==> config.mk <==
export PLATFORM = sky130hd
export DESIGN_NAME = cpu
export DESIGN_NICKNAME = d
export VERILOG_FILES = /design/src/source/cpu_pkg.sv /design/src/source/reg_port_if.sv /design/src/source/alu.sv /design/src/source/cpu.sv /design/src/source/cpu_ctl.sv /design/src/source/instr_decode.sv /design/src/source/reg_file.sv
export SDC_FILE = /design/constraint.sdc
export NUM_CORES = 1
export LEC_CHECK = 0
export BUFFER_PORTS_ARGS = -buffer_cell sky130_fd_sc_hd__buf_2
export CAP_MARGIN = 20
export CORE_ASPECT_RATIO = 0.7
export CORE_UTILIZATION = 46
export CTS_BUF_LIST = sky130_fd_sc_hd__clkbuf_4 sky130_fd_sc_hd__clkbuf_8
export DETAILED_ROUTE_END_ITERATION = 12
export PLACE_DENSITY = 0.64
export SYNTH_ARGS = -nofsm -noshare
export SYNTH_HDL_FRONTEND = slang
export SYNTH_SLANG_ARGS = --single-unit
==> constraint.sdc <==
create_clock -name __clk -period 5.2 [get_ports __clk]
set_input_delay 1.04 -clock __clk [delete_from_list [all_inputs] [get_ports __clk]]
set_output_delay 1.04 -clock __clk [all_outputs]
set_load 0.05 [all_outputs]
==> src/source/cpu_pkg.sv <==
package cpu_pkg;

	// Machine geometry
	localparam int WORD_W  = 16;
	localparam int REG_CNT = 8;
	localparam int REG_AW  = 3;
	localparam int ARG_W   = 6;

	// Bit 0 is the most significant bit
	typedef logic [0:WORD_W-1] word_t;
	typedef logic [0:REG_AW-1] reg_num_t;

	localparam word_t RESET_IC = 16'h0000;

	// Opcode field, instruction bits 0..3
	typedef enum logic [3:0] {
		op_lw  = 4'd1,
		op_rw  = 4'd2,
		op_aw  = 4'd3,
		op_sw  = 4'd4,
		op_or  = 4'd5,
		op_nr  = 4'd6,
		op_er  = 4'd7,
		op_lwt = 4'd8,
		op_uj  = 4'd9,
		op_jz  = 4'd10,
		op_hlt = 4'd11
	} opcode_e;

	typedef enum logic [2:0] {
		alu_add,
		alu_sub,
		alu_or,
		alu_and,
		alu_xor,
		alu_pass_b
	} alu_op_e;

	typedef enum logic [2:0] {
		st_fetch,
		st_exec,
		st_mem,
		st_wb,
		st_halt,
		st_alarm
	} ctl_state_e;

	// Decoder output, one instruction
	typedef struct packed {
		opcode_e  opcode;
		reg_num_t a;
		reg_num_t b;
		word_t    arg;
		alu_op_e  alu_op;
		logic     writes_reg;
		logic     uses_mem;
		logic     mem_store;
		logic     is_jump;
		logic     is_cond;
		logic     is_halt;
		logic     illegal;
	} decoded_t;

endpackage

==> src/source/reg_port_if.sv <==
`timescale 1ns/10ps

// Register file access from the control module
interface reg_port_if;

	// Read side
	cpu_pkg::reg_num_t ra_num;
	cpu_pkg::reg_num_t rb_num;
	cpu_pkg::word_t    ra_data;
	cpu_pkg::word_t    rb_data;

	// Write side
	logic              wr_en;
	cpu_pkg::reg_num_t wr_num;
	cpu_pkg::word_t    wr_data;

	modport ctl (
		output ra_num, rb_num, wr_en, wr_num, wr_data,
		input  ra_data, rb_data
	);

	modport regs (
		input  ra_num, rb_num, wr_en, wr_num, wr_data,
		output ra_data, rb_data
	);

endinterface

==> src/source/alu.sv <==
`timescale 1ns/10ps

module alu(
	input  logic             __clk,
	input  logic             rst_n,
	input  cpu_pkg::alu_op_e op,
	input  cpu_pkg::word_t   operand_a,
	input  cpu_pkg::word_t   operand_b,
	input  logic             flag_we,
	output cpu_pkg::word_t   result,
	output logic             zero
);

	cpu_pkg::word_t res;
	logic           zero_flag;

	always_comb begin
		case (op)
			cpu_pkg::alu_add: res = operand_a + operand_b;
			cpu_pkg::alu_sub: res = operand_a - operand_b;
			cpu_pkg::alu_or:  res = operand_a | operand_b;
			cpu_pkg::alu_and: res = operand_a & operand_b;
			cpu_pkg::alu_xor: res = operand_a ^ operand_b;
			default:          res = operand_b;
		endcase
	end

	assign result = res;

	// Flag register, updated only on request
	always_ff @(posedge __clk) begin
		if (!rst_n) begin
			zero_flag <= 1'b0;
		end else if (flag_we) begin
			zero_flag <= (res == '0);
		end
	end

	assign zero = zero_flag;

endmodule

==> src/source/cpu.sv <==
`timescale 1ns/10ps

module cpu(
	input  logic           __clk,
	input  logic           rst_n,

	// memory bus
	output logic           mem_valid,
	input  logic           mem_ready,
	output logic           mem_we,
	output cpu_pkg::word_t mem_addr,
	output cpu_pkg::word_t mem_wdata,
	input  cpu_pkg::word_t mem_rdata,

	// status
	output logic           halted,
	output logic           alarm
);

	cpu_pkg::decoded_t decoded;
	cpu_pkg::word_t    instr;
	cpu_pkg::word_t    alu_a, alu_b, alu_result;
	logic              flag_we, zero;

	reg_port_if rp();

// --------------------------------------------------
// --- Control --------------------------------------
// --------------------------------------------------

	cpu_ctl ctl(
		.__clk(__clk),
		.rst_n(rst_n),
		.decoded(decoded),
		.instr(instr),
		.regs(rp.ctl),
		.alu_a(alu_a),
		.alu_b(alu_b),
		.flag_we(flag_we),
		.alu_result(alu_result),
		.zero(zero),
		.mem_valid(mem_valid),
		.mem_ready(mem_ready),
		.mem_we(mem_we),
		.mem_addr(mem_addr),
		.mem_wdata(mem_wdata),
		.mem_rdata(mem_rdata),
		.halted(halted),
		.alarm(alarm)
	);

// --------------------------------------------------
// --- Decode ---------------------------------------
// --------------------------------------------------

	instr_decode dec(
		.instr(instr),
		.decoded(decoded)
	);

// --------------------------------------------------
// --- Registers and arithmetic ---------------------
// --------------------------------------------------

	reg_file rf(
		.__clk(__clk),
		.rst_n(rst_n),
		.port(rp.regs)
	);

	alu arith(
		.__clk(__clk),
		.rst_n(rst_n),
		.op(decoded.alu_op),
		.operand_a(alu_a),
		.operand_b(alu_b),
		.flag_we(flag_we),
		.result(alu_result),
		.zero(zero)
	);

endmodule

==> src/source/cpu_ctl.sv <==
`timescale 1ns/10ps

module cpu_ctl(
	input  logic              __clk,
	input  logic              rst_n,
	input  cpu_pkg::decoded_t decoded,
	output cpu_pkg::word_t    instr,
	reg_port_if.ctl           regs,
	output cpu_pkg::word_t    alu_a,
	output cpu_pkg::word_t    alu_b,
	output logic              flag_we,
	input  cpu_pkg::word_t    alu_result,
	input  logic              zero,
	output logic              mem_valid,
	input  logic              mem_ready,
	output logic              mem_we,
	output cpu_pkg::word_t    mem_addr,
	output cpu_pkg::word_t    mem_wdata,
	input  cpu_pkg::word_t    mem_rdata,
	output logic              halted,
	output logic              alarm
);

	cpu_pkg::ctl_state_e state;
	cpu_pkg::word_t      ic;
	cpu_pkg::word_t      ir;
	cpu_pkg::word_t      load_data;
	cpu_pkg::word_t      eff_addr;
	cpu_pkg::word_t      next_ic;
	logic                jump_taken;
	logic                exec_reg_op;

	assign instr  = ir;
	assign halted = (state == cpu_pkg::st_halt);
	assign alarm  = (state == cpu_pkg::st_alarm);

	// Operand selection
	assign regs.ra_num = decoded.a;
	assign regs.rb_num = decoded.b;
	assign alu_a = regs.ra_data;
	assign alu_b = (decoded.alu_op == cpu_pkg::alu_pass_b) ? decoded.arg : regs.rb_data;

	// B+arg serves loads, stores and jumps
	assign eff_addr   = regs.rb_data + decoded.arg;
	assign jump_taken = decoded.is_jump && (!decoded.is_cond || zero);
	assign next_ic    = jump_taken ? eff_addr : ic;

	assign exec_reg_op = (state == cpu_pkg::st_exec) && decoded.writes_reg
		&& !decoded.uses_mem;

	// Flags follow the logic and arithmetic ops only, not lwt
	assign flag_we = exec_reg_op && (decoded.alu_op != cpu_pkg::alu_pass_b);

	// Write-back
	assign regs.wr_en   = exec_reg_op || (state == cpu_pkg::st_wb);
	assign regs.wr_num  = decoded.a;
	assign regs.wr_data = (state == cpu_pkg::st_wb) ? load_data : alu_result;

// --------------------------------------------------
// --- Sequencer ------------------------------------
// --------------------------------------------------

	always_ff @(posedge __clk) begin
		if (!rst_n) begin
			state     <= cpu_pkg::st_fetch;
			ic        <= cpu_pkg::RESET_IC;
			mem_valid <= 1'b0;
			mem_we    <= 1'b0;
		end else begin
			case (state)
				cpu_pkg::st_fetch: begin
					if (!mem_valid) begin
						// first fetch after reset
						mem_valid <= 1'b1;
						mem_we    <= 1'b0;
					end else if (mem_ready) begin
						mem_valid <= 1'b0;
						ic        <= ic + 1'b1;
						state     <= cpu_pkg::st_exec;
					end
				end
				cpu_pkg::st_exec: begin
					if (decoded.illegal) begin
						state <= cpu_pkg::st_alarm;
					end else if (decoded.is_halt) begin
						state <= cpu_pkg::st_halt;
					end else if (decoded.uses_mem) begin
						mem_valid <= 1'b1;
						mem_we    <= decoded.mem_store;
						state     <= cpu_pkg::st_mem;
					end else begin
						// Next fetch goes out straight away
						mem_valid <= 1'b1;
						mem_we    <= 1'b0;
						ic        <= next_ic;
						state     <= cpu_pkg::st_fetch;
					end
				end
				cpu_pkg::st_mem: begin
					if (mem_ready) begin
						if (decoded.mem_store) begin
							mem_we <= 1'b0;
							state  <= cpu_pkg::st_fetch;
						end else begin
							mem_valid <= 1'b0;
							state     <= cpu_pkg::st_wb;
						end
					end
				end
				cpu_pkg::st_wb: begin
					mem_valid <= 1'b1;
					mem_we    <= 1'b0;
					state     <= cpu_pkg::st_fetch;
				end
				default: begin
					// Halt and alarm hold until reset
					mem_valid <= 1'b0;
				end
			endcase
		end
	end

	// Bus payload and instruction register
	always_ff @(posedge __clk) begin
		case (state)
			cpu_pkg::st_fetch: begin
				if (!mem_valid) begin
					mem_addr <= ic;
				end else if (mem_ready) begin
					ir <= mem_rdata;
				end
			end
			cpu_pkg::st_exec: begin
				if (decoded.uses_mem) begin
					mem_addr  <= eff_addr;
					mem_wdata <= regs.ra_data;
				end else begin
					mem_addr <= next_ic;
				end
			end
			cpu_pkg::st_mem: begin
				if (mem_ready) begin
					load_data <= mem_rdata;
					mem_addr  <= ic;
				end
			end
			default: begin
			end
		endcase
	end

endmodule

==> src/source/instr_decode.sv <==
`timescale 1ns/10ps

module instr_decode(
	input  cpu_pkg::word_t    instr,
	output cpu_pkg::decoded_t decoded
);

	cpu_pkg::opcode_e opc;

	assign opc = cpu_pkg::opcode_e'(instr[0:3]);

	always_comb begin
		decoded        = '0;
		decoded.opcode = opc;
		decoded.a      = instr[4:6];
		decoded.b      = instr[7:9];
		// 6-bit short argument, sign bit is instr[10]
		decoded.arg    = {{(cpu_pkg::WORD_W - cpu_pkg::ARG_W){instr[10]}}, instr[10:15]};
		decoded.alu_op = cpu_pkg::alu_pass_b;

		case (opc)
			cpu_pkg::op_lw: begin
				decoded.writes_reg = 1'b1;
				decoded.uses_mem   = 1'b1;
			end
			cpu_pkg::op_rw: begin
				decoded.uses_mem  = 1'b1;
				decoded.mem_store = 1'b1;
			end
			cpu_pkg::op_aw: begin
				decoded.writes_reg = 1'b1;
				decoded.alu_op     = cpu_pkg::alu_add;
			end
			cpu_pkg::op_sw: begin
				decoded.writes_reg = 1'b1;
				decoded.alu_op     = cpu_pkg::alu_sub;
			end
			cpu_pkg::op_or: begin
				decoded.writes_reg = 1'b1;
				decoded.alu_op     = cpu_pkg::alu_or;
			end
			cpu_pkg::op_nr: begin
				decoded.writes_reg = 1'b1;
				decoded.alu_op     = cpu_pkg::alu_and;
			end
			cpu_pkg::op_er: begin
				decoded.writes_reg = 1'b1;
				decoded.alu_op     = cpu_pkg::alu_xor;
			end
			cpu_pkg::op_lwt: decoded.writes_reg = 1'b1;
			cpu_pkg::op_uj:  decoded.is_jump = 1'b1;
			cpu_pkg::op_jz: begin
				decoded.is_jump = 1'b1;
				decoded.is_cond = 1'b1;
			end
			cpu_pkg::op_hlt: decoded.is_halt = 1'b1;
			default: decoded.illegal = 1'b1;
		endcase
	end

endmodule

==> src/source/reg_file.sv <==
`timescale 1ns/10ps

module reg_file(
	input  logic    __clk,
	input  logic    rst_n,
	reg_port_if.regs port
);

	cpu_pkg::word_t regs_q [cpu_pkg::REG_CNT];

	// Single write port
	always_ff @(posedge __clk) begin
		if (!rst_n) begin
			for (int i = 0; i < cpu_pkg::REG_CNT; i++) begin
				regs_q[i] <= '0;
			end
		end else if (port.wr_en) begin
			regs_q[port.wr_num] <= port.wr_data;
		end
	end

	// Two asynchronous read ports
	assign port.ra_data = regs_q[port.ra_num];
	assign port.rb_data = regs_q[port.rb_num];

endmodule

==> results of run 1 <==
==> kinds of logic (layout without fill, tap and decap cells) <==
| logic type | after synthesis | after routing | share of synthesized area (%) |
|---|---|---|---|
| flip-flops | 220 | 220 | 47.2 |
| multiplexers | 124 | 124 | 14.1 |
| adder cells (fa/ha/maj) | 66 | 66 | 6.27 |
| buffers and inverters | 112 | 230 | 3.57 |
| AND/OR/NAND/NOR | 397 | 397 | 13.5 |
| AO/OA/AOI/OAI | 258 | 258 | 12.8 |
| XOR/XNOR | 39 | 39 | 2.55 |
==> final cells by class <==
cell class / instances / area, um2 / area share (%)
inverter: 51 / 191 / 1.26
timing repair buffer: 113 / 729 / 4.82
multi-input combinational: 884 / 6650 / 43.9
sequential: 220 / 6330 / 41.8
tap: 371 / 464 / 3.06
clock inverter: 12 / 118 / 0.777
clock buffer: 54 / 662 / 4.37
==> per-layer routing <==
layer | vias up | part of all wire (%) | global-route usage (%)
li1 | 4739 | - | -
met1 | 5203 | 46 | 44.4
met2 | 655 | 40 | 38.2
met3 | 66 | 12 | 7.84
met4 | 0 | 2.2 | 8.13
met5 | - | 0 | 0
==> registers in the layout, summed over array words and instances, names as in the netlist, named ones only <==
register / flops
ctl.mem_wdata: 16
ctl.ic: 16
ctl.mem_addr: 16
arith.zero: 1
ctl.load_data: 16
ctl.state: 3
rf.regs_q: 128
ctl.mem_valid: 1
ctl.instr: 16
ctl.mem_we: 1
==> worst min-delay path, delay by kind of cell, from the launching register on <==
family | cells | cell delay, ns
DFF | 1 | 0.32
and+or+nand+nor | 2 | 0.09
==> report_power, final <==
group	internal (mW)	total (mW)	switching, mW
Sequential	2.01	2.08	0.0679
Combinational	0.557	1.45	0.888
Clock	0.922	1.70	0.775
Total	3.49	5.22	1.73
==> cell usage after synthesis, types with 11 or more instances <==
master	count	area share [%]
sky130_fd_sc_hd__nor2_1	185	5.2
sky130_fd_sc_hd__mux2i_1	35	2.6
sky130_fd_sc_hd__edfxtp_1	192	43
sky130_fd_sc_hd__and3_1	13	0.61
sky130_fd_sc_hd__nor2b_1	13	0.61
sky130_fd_sc_hd__nand2b_1	11	0.51
sky130_fd_sc_hd__o21a_1	12	0.67
sky130_fd_sc_hd__inv_1	46	1.3
sky130_fd_sc_hd__dfxtp_1	28	4.2
sky130_fd_sc_hd__o21ai_0	61	2.3
sky130_fd_sc_hd__a21oi_1	59	2.2
sky130_fd_sc_hd__a211oi_1	13	0.73
sky130_fd_sc_hd__ha_1	64	6.0
sky130_fd_sc_hd__nand3_1	17	0.63
sky130_fd_sc_hd__mux4_2	42	7.1
sky130_fd_sc_hd__nand2_1	91	2.5
sky130_fd_sc_hd__clkbuf_1	46	1.3
sky130_fd_sc_hd__nor3_1	16	0.60
sky130_fd_sc_hd__xnor2_1	30	2.0
sky130_fd_sc_hd__o22ai_1	18	0.84
sky130_fd_sc_hd__mux2_2	36	3.0
==> through the flow <==
step | setup slack, ns | hold WS (ns) | TNS [ns]
2_1_floorplan | 0.460 | 0.415 | 0
3_3_place_gp | 0.158 | 0.455 | 0
3_5_place_dp | -0.000170 | 0.432 | -0.000170
4_1_cts | 0.0174 | 0.463 | 0
5_1_grt | -0.0228 | 0.519 | -0.0228
6_report | 0.0269 | 0.455 | 0
==> final timing paths <==
path,from,to,cells past startpoint
hold / removal,ctl.instr[6]$_DFFE_PP_,flop,2
hold reg to reg,ctl.instr[6]$_DFFE_PP_,flop,2
setup / recovery,ctl.instr[15]$_DFFE_PP_,arith.zero$_SDFFE_PN0P_,16
setup reg to reg,ctl.instr[15]$_DFFE_PP_,arith.zero$_SDFFE_PN0P_,16
==> layout by cell type, fill, tap and decap left out, types with 42 or more instances in the layout <==
| cell | n |
|---|---|
| sky130_fd_sc_hd__inv_1 | 46 |
| sky130_fd_sc_hd__o21ai_0 | 60 |
| sky130_fd_sc_hd__nand2_1 | 90 |
| sky130_fd_sc_hd__nor2_1 | 184 |
| sky130_fd_sc_hd__buf_2 | 54 |
| sky130_fd_sc_hd__buf_4 | 57 |
| sky130_fd_sc_hd__mux4_2 | 42 |
| sky130_fd_sc_hd__ha_1 | 64 |
| sky130_fd_sc_hd__edfxtp_1 | 192 |
| sky130_fd_sc_hd__a21oi_1 | 59 |
==> flow_summary.yaml, run 1 <==
routing:
  num_vias: 10700
  firstDrtPassIters: 6
  post-route-drc-count: 0
  detail-route-antenna-nets: 0
  first_iter_violations: 1483
  wl_per_cell_um: 24.3
  detail_route.wirelength_mm: 41.5
  drt-vias-per-instance: 6.25
clocking:
  cts_setup_buffers: 0
  insertion_delay_of_the_later_clocked_pin_in_the_worst_skew_pair_ns: 0.58
  cts_hold_repair.buffers: 0
  cts_resized: 0
  cts.root.buffer_cell: "sky130_fd_sc_hd__clkbuf_8"
  cts.sink_count: 220
  cts.reportedPaths.clkPinSlew_ns: 0.07
  cts-buffers-inserted: 36
  tritoncts: "yes"
  clock_path_buffers: 3
  cts_max_level: 2
final_layout:
  area_growth_pct: 12.9
  fillCellCount: 2530
  drive_above_1_share_pct: 22.6
  finish.net_count: 1391
  antennaDiodeCount: 0
  post_layout_nonfiller_instances: 1705
  final_core_util_pct: 53.7
  final_design_area_no_fill_um2: 15100
floorplanning:
  die_h_um: 145
  coreArea_um2: 28200
  pin_count: 55
  start_util_pct: 47.6
  chipWidth_um: 206
  rows: 51
  design.die.area_um2: 29900
logic_synthesis:
  ys_types: 83
  syn_area_um2: 13400
  number_of_flops_mapped_to_enable_cells_by_yosys: 192
  ys_ff_latch: 220
  synth_fp_nets: 1301
  synth-async-reset-ratio_pct: 0
  syn-mean-instance-area_um2: 11.0
  yosysWarningCount: 0
  synth_flop_cell: "sky130_fd_sc_hd__edfxtp_1"
  synth_sequential_area_ratio_pct: 47.2
  syn_inst: 1216
power_and_ir_drop:
  static-leakage-power_nw: 5.92
  p_per_area_nw_per_um2: 344
  worst_supply_voltage_drop_on_vdd_mv: 0.223
  post-layout-total-power_mw: 5.22
timing:
  maxSlewViolCount: 0
  finalSetupViolCount: 0
  setup_repair_after_global_routing_missed_its_margin: "yes"
  final_hold_viol_count: 0
  clock-skew-final_ns: 0.0264
  tightestPinTransition_ns: 1.12
  final_period_minus_worst_setup_slack_ns: 5.17
  layout_worst_path_cycle_share_pct: 99.5
  timing.slew.headroom_pct: 25.0
  clock.fmax_ghz: 0.193
worst_setup_path:
  worstSetupEndpointType: "flop"
  path_delay_family: "compound AO/OA/AOI/OAI gates"
  timing.reg2reg.setup_slack_ns: 0.03
  critPathMaxStageDelay_ns: 0.57
  critPathSlowestCell: "sky130_fd_sc_hd__o31ai_1"
  path_max_fanout: 8
  path_buf_inv: 2
  cp.arrival_ns: 5.67
  start_to_end_type_of_the_worst_setup_path: "flop to flop"
  critical_path.cell_chain: "buf_4, nand2b_2, o31ai_1, buf_4, nand2_1, xnor2_1, fa_1, a21o_1, a41oi_2, a211oi_1, or3_1, a32o_1, nor4_2, nand4_1, or4_1, o31ai_1"
  worstSetupStartpointType: "flop"
  required_ns: 5.70
global_route:
  first_global_vias: 9925
  grt_use_total_pct: 28.6
  grt_overflow_total: 0
  wire_length_of_the_first_global_routing_pass_mm: 62.2
  antenna_found_initial: 0
  grt_max_degree: 27
outcome:
  run_status: "finished, final reports clean"
run:
  cap_viol_max_count: 0
placed_design:
  finalWeightedCongestion: 0.972
  post_dp_cell_area_um2: 14300
  placedCellCount: 1637
  hpwl_mm: 29.4
  buffer_ports.inserted: 54
min_path:
  min-delay-path-class: "flop to flop"
Power figures use the tool's default switching activity.
==> inputs of run 2 (changes only) <==
--- a/config.mk
+++ b/config.mk
@@ -12,6 +12,7 @@
 export CTS_BUF_LIST = sky130_fd_sc_hd__clkbuf_4 sky130_fd_sc_hd__clkbuf_8
 export DETAILED_ROUTE_END_ITERATION = 12
 export PLACE_DENSITY = 0.64
+export REMOVE_ABC_BUFFERS = 1
 export SYNTH_ARGS = -nofsm -noshare
 export SYNTH_HDL_FRONTEND = slang
 export SYNTH_SLANG_ARGS = --single-unit
==> flow_summary.yaml, run 2 (synthesized netlist as in run 1, its figures left out) <==
power_and_ir_drop:
  worst_supply_voltage_drop_on_vdd_mv: 0.199
  p_per_area_nw_per_um2: 337
  static-leakage-power_nw: 6.04
final_layout:
  final_core_util_pct: 54.3
  layout_common_cells: "sky130_fd_sc_hd__edfxtp_1 (192), sky130_fd_sc_hd__nor2_1 (185), sky130_fd_sc_hd__nand2_1 (91)"
  drive_above_1_share_pct: 23.4
  layout_commonest_cell: "sky130_fd_sc_hd__edfxtp_1"
  final-seq-area_um2: 6330
  area_growth_pct: 14.3
  max_flop_register: "rf.regs_q"
  post_layout_nonfiller_instances: 1730
  multiInputGateArea_um2: 6660
  finish.net_count: 1415
  largest_register_ffs: 128
  fillCellCount: 2448
worst_setup_path:
  path_delay_family: "compound AO/OA/AOI/OAI gates"
  timing.reg2reg.setup_slack_ns: 0.19
  start_to_end_type_of_the_worst_setup_path: "flop to flop"
  worstSetupEndpointType: "flop"
  critPathMaxStageDelay_ns: 0.54
  required_ns: 5.51
  critPathSlowestCell: "sky130_fd_sc_hd__mux4_2"
  path_buf_inv: 3
  number_of_cell_instances_on_the_worst_register_to_register_path: 17
  path_max_fanout: 17
  most_frequent_cp_cell: "sky130_fd_sc_hd__buf_4"
  reg2reg_to: "rf.regs_q[6][15]$_SDFFCE_PN0P_"
  endpoint: "rf.regs_q[6][15]$_SDFFCE_PN0P_"
  critical_path.cell_chain: "buf_12, buf_4, mux4_2, mux2_2, o21ai_2, nand4_1, nor4_4, a21oi_1, xnor2_1, ha_1, a21o_1, a2111oi_4, nor4b_4, o211a_1, a211oi_2, buf_4, nor2_1"
  timing.critical_path.depth: 17
  worstSetupStartpointType: "flop"
  cp.arrival_ns: 5.31
clocking:
  cts.sink_count: 220
  cts_hold_repair.buffers: 0
  cts_max_level: 2
  insertion_delay_of_the_later_clocked_pin_in_the_worst_skew_pair_ns: 0.57
  tritoncts: "yes"
  cts.root.buffer_cell: "sky130_fd_sc_hd__clkbuf_8"
  cts-buffers-inserted: 37
  clock_path_buffers: 3
  cts.reportedPaths.clkPinSlew_ns: 0.06
  cts_setup_buffers: 0
timing:
  final_period_minus_worst_setup_slack_ns: 5.01
  tightestPinTransition_ns: 1.11
  clock-skew-final_ns: 0.0210
  layout_worst_path_cycle_share_pct: 96.3
  clock.fmax_ghz: 0.200
  final.setup.tns_ns: 0
  finalSetupViolCount: 0
  worst_slack_ns: 0.192
  timing.slew.headroom_pct: 25.4
  maxSlewViolCount: 0
  final_hold_viol_count: 0
global_route:
  grt_overflow_total: 0
  grt_use_total_pct: 28.2
  wire_length_of_the_first_global_routing_pass_mm: 61.2
  grt_max_degree: 28
  antenna_found_initial: 1
  first_global_vias: 9942
floorplanning:
  start_util_pct: 47.6
  rows: 51
  coreArea_um2: 28200
  design.die.area_um2: 29900
  die_h_um: 145
  pin_count: 55
  chipWidth_um: 206
routing:
  detail_route.wirelength_mm: 41.4
  drt-vias-per-instance: 6.14
  firstDrtPassIters: 5
  first_iter_violations: 1294
  wl_per_cell_um: 23.9
  detail-route-antenna-nets: 0
  post-route-drc-count: 0
  num_vias: 10600
placed_design:
  buffer_ports.inserted: 54
  hpwl_mm: 29.9
  pre_cts_ws_ns: 0.134
  placedCellCount: 1660
  finalWeightedCongestion: 0.963
run:
  cap_viol_max_count: 0
min_path:
  min-delay-path-class: "flop to flop"
outcome:
  run_status: "finished, final reports clean"
[run 2: layer usage]
metal	vias to the layer above	track usage [%]	wire [um]	share of wire, %
li1	4783	-	-	-
met1	5184	42.8	18700	45
met2	581	37.7	16500	40
met3	77	9.20	5290	13
met4	0	7.89	884	2.1
met5	-	0	0	0
[run 2: power by group]
| group | switching (mW) | total [mW] | leakage, nW | internal [mW] |
|---|---|---|---|---|
| Sequential | 0.0596 | 2.07 | 2.16 | 2.01 |
| Clock | 0.748 | 1.59 | 0.382 | 0.845 |
| Combinational | 0.914 | 1.50 | 3.50 | 0.589 |
[run 2: how the worst min path moves through the flow]
stage,cells past startpoint,end,startpoint,slack [ns]
finish,2,ctl.mem_we$_SDFFE_PN0P_,ctl.mem_we$_SDFFE_PN0P_,0.48
global route,2,ctl.mem_we$_SDFFE_PN0P_,ctl.mem_we$_SDFFE_PN0P_,0.53
CTS,2,ctl.mem_we$_SDFFE_PN0P_,ctl.mem_we$_SDFFE_PN0P_,0.49
detailed placement,2,ctl.mem_we$_SDFFE_PN0P_,ctl.mem_we$_SDFFE_PN0P_,0.48
global placement,2,ctl.mem_we$_SDFFE_PN0P_,ctl.mem_we$_SDFFE_PN0P_,0.47
floorplan,2,flop,ctl.instr[6]$_DFFE_PP_,0.42
[run 2: tightest hold or removal path: cells and delay by family, from the launching register on]
| kind | cells | cell delay, ns |
|---|---|---|
| AO/OA/AOI/OAI | 2 | 0.13 |
| flip-flops | 1 | 0.31 |
[run 2: final cells by class]
| class | count | share of cell area (%) |
|---|---|---|
| timing repair buffer | 136 | 6.17 |
| inverter | 51 | 1.25 |
| antenna | 2 | 0.0327 |
| clock inverter | 13 | 0.563 |
| sequential | 220 | 41.3 |
| clock buffer | 53 | 4.19 |
| tap | 371 | 3.03 |
| multi-input combinational | 884 | 43.5 |
[run 2: through the flow]
| stage | power (mW) | hold WS [ns] | area (um2) |
|---|---|---|---|
| 6_report | 5.16 | 0.482 | 15300 |
| 3_3_place_gp | 3.52 | 0.473 | 14500 |
| 3_5_place_dp | 3.54 | 0.477 | 14500 |
| 4_1_cts | 5.12 | 0.489 | 15200 |
| 2_1_floorplan | 3.09 | 0.415 | 13100 |
| 5_1_grt | 5.39 | 0.529 | 15300 |
[run 2: repair_timing]
action | in CTS | in global routing
setup endpoints to repair | 0 | 32
gates resized for setup | 0 | 9
endpoints found under the hold margin | 0 | 0
==> inputs of run 3 (changes only) <==
--- a/config.mk
+++ b/config.mk
@@ -11,7 +11,7 @@
 export CORE_UTILIZATION = 46
 export CTS_BUF_LIST = sky130_fd_sc_hd__clkbuf_4 sky130_fd_sc_hd__clkbuf_8
 export DETAILED_ROUTE_END_ITERATION = 12
-export PLACE_DENSITY = 0.64
+export PLACE_DENSITY = 0.67
 export REMOVE_ABC_BUFFERS = 1
 export SYNTH_ARGS = -nofsm -noshare
 export SYNTH_HDL_FRONTEND = slang
==> constraint.sdc (replaced) <==
create_clock -name __clk -period 4.35 [get_ports __clk]
set_input_delay 0.87 -clock __clk [delete_from_list [all_inputs] [get_ports __clk]]
set_output_delay 0.87 -clock __clk [all_outputs]
set_load 0.05 [all_outputs]
==> flow_summary.yaml, run 3 (synthesized netlist as in run 1, its figures left out) <==
outcome:
  run_status: "complete, but fails checks"
  failing_checks: "negative setup slack"
worst_setup_path:
  required_ns: 4.65
  cp.arrival_ns: 4.93
  worstSetupEndpointType: "flop"
  start_to_end_type_of_the_worst_setup_path: "flop to flop"
  worstSetupStartpointType: "flop"
  path_max_fanout: 8
  timing.reg2reg.setup_slack_ns: -0.28
timing:
  clock-skew-final_ns: 0.0248
  setup_repair_after_global_routing_missed_its_margin: "yes"
  maxSlewViolCount: 0
  final_period_minus_worst_setup_slack_ns: 4.63
  layout_worst_path_cycle_share_pct: 106
  tightestPinTransition_ns: 1.11
  worst_slack_ns: -0.276
  finalSetupViolCount: 57
  clock.fmax_ghz: 0.216
  final_hold_viol_count: 0
  timing.slew.headroom_pct: 25.2
floorplanning:
  coreArea_um2: 28200
  chipWidth_um: 206
  pin_count: 55
  start_util_pct: 47.6
  die_h_um: 145
  rows: 51
  design.die.area_um2: 29900
global_route:
  grt_max_degree: 27
  grt_use_total_pct: 30.4
  grt_overflow_total: 0
  grtUsageMet2_pct: 40.8
  antenna_found_initial: 1
  wire_length_of_the_first_global_routing_pass_mm: 65.6
  first_global_vias: 10500
  grt_use_met3_pct: 9.40
  global_route.usage.met1_pct: 46.4
  grt.busiest_layer: "met1"
final_layout:
  area_growth_pct: 25.7
  final_core_util_pct: 59.8
  layout_commonest_cell: "sky130_fd_sc_hd__edfxtp_1"
  fillCellCount: 2334
  antennaDiodeCount: 0
  final-seq-area_um2: 6330
  layout_common_cells: "sky130_fd_sc_hd__edfxtp_1 (192), sky130_fd_sc_hd__buf_4 (179), sky130_fd_sc_hd__nor2_1 (166)"
  drive_above_1_share_pct: 35.2
  finish.net_count: 1532
  max_flop_register: "rf.regs_q"
  largest_register_ffs: 128
  post_layout_nonfiller_instances: 1847
  multiInputGateArea_um2: 7180
power_and_ir_drop:
  static-leakage-power_nw: 6.76
  p_per_area_nw_per_um2: 412
  power_switching_share_pct: 33.8
  portion_of_total_power_attributed_to_the_clock_network_pct: 30.1
  switching_power_mw: 2.35
  worst_supply_voltage_drop_on_vdd_mv: 0.283
  combinationalPowerShare_pct: 34.4
  seq_power_share_pct: 35.5
  p_int_mw: 4.60
routing:
  num_vias: 11300
  wl_per_cell_um: 24.4
  post-route-drc-count: 0
  detail-route-antenna-nets: 0
  detail_route.wirelength_mm: 45.0
  drt-vias-per-instance: 6.13
  first_iter_violations: 1442
  firstDrtPassIters: 7
placed_design:
  finalWeightedCongestion: 1.04
  hpwl_mm: 32.6
  placedCellCount: 1743
  buffer_ports.inserted: 54
clocking:
  tritoncts: "yes"
  insertion_delay_of_the_later_clocked_pin_in_the_worst_skew_pair_ns: 0.57
  cts.root.buffer_cell: "sky130_fd_sc_hd__clkbuf_8"
  cts_hold_repair.buffers: 0
  cts-buffers-inserted: 38
  cts_max_level: 2
  cts.reportedPaths.clkPinSlew_ns: 0.07
  cts.sink_count: 220
  clock_path_buffers: 3
min_path:
  min-delay-path-class: "flop to flop"
  worstHoldStart: "ctl.instr[6]$_DFFE_PP_"
run:
  cap_viol_max_count: 0
-- run 3: cell types whose count changed in the layout (fill, tap and decap cells not counted), sizes merged --
| cell | delta |
|---|---|
| bufinv | +3 |
| clkinv | +6 |
| diode | -2 |
| clkbuf | -6 |
| buf | +116 |
-- run 3: worst max-delay path: stages, from the launching register on --
cell and delay, ns:
sky130_fd_sc_hd__dfxtp_4 0.37, sky130_fd_sc_hd__buf_6 0.13, sky130_fd_sc_hd__buf_6 0.13, sky130_fd_sc_hd__mux2_4 0.32
sky130_fd_sc_hd__o22ai_4 0.23, sky130_fd_sc_hd__o31ai_4 0.09, sky130_fd_sc_hd__nor3_4 0.28, sky130_fd_sc_hd__and4_4 0.30
sky130_fd_sc_hd__buf_6 0.10, sky130_fd_sc_hd__nor2_1 0.04, sky130_fd_sc_hd__xnor2_1 0.15, sky130_fd_sc_hd__ha_2 0.21
sky130_fd_sc_hd__or3_4 0.40, sky130_fd_sc_hd__a211oi_4 0.24, sky130_fd_sc_hd__o21ai_4 0.13, sky130_fd_sc_hd__a2111oi_4 0.41
sky130_fd_sc_hd__nor4b_4 0.10, sky130_fd_sc_hd__o211a_1 0.24, sky130_fd_sc_hd__a211oi_2 0.26, sky130_fd_sc_hd__buf_6 0.18
sky130_fd_sc_hd__nor2_1 0.05
-- run 3: final cells by class --
type                    count  share of cell area (%)
clock inverters            22                    1.21
clock buffers              47                    3.61
repair buffers            252                    11.1
flip-flops and latches    220                    37.6
multi-input cells         884                    42.6
well taps                 371                    2.75
inverters                  51                    1.14
-- run 3: through the flow --
stage	hold WS, ns	worst slack (ns)	cell area, um2	TNS (ns)	power (mW)
floorplan	0.415	-1.12	13100	-52.75	3.69
global placement	0.467	-0.524	15100	-21.10	4.44
detailed placement	0.467	-0.586	15100	-26.72	4.47
CTS	0.478	-0.202	16500	-3.45	6.76
global route	0.482	-0.397	16900	-15.24	7.20
finish	0.479	-0.276	16900	-7.66	6.95
-- run 3: layer usage --
metal	share of wire, %	wire, um
met1	45	20100
met2	40	18100
met3	13	5800
met4	2.0	903
met5	0.29	129
-- run 3: what timing repair did --
| item | CTS | global route |
|---|---|---|
| setup buffers | 26 | 9 |
| setup endpoints to repair | 81 | 90 |
| pin swaps | 37 | 39 |
| gates resized for setup | 96 | 60 |
-- run 3: path summary, 6_finish.rpt --
path	to	depth (start not counted)
max	rf.regs_q[5][15]$_SDFFCE_PN0P_	20
min	flop	2
max reg2reg	rf.regs_q[5][15]$_SDFFCE_PN0P_	20
min reg2reg	flop	2
-- run 3: power groups by stage --
stage	clock, mW	combinational (mW)	sequential, mW
after CTS	2.10	2.20	2.46
after floorplan	0	1.06	2.63
final	2.09	2.39	2.46
after detailed placement	0	1.97	2.51
after global placement	0	1.94	2.50
after global routing	2.20	2.53	2.47
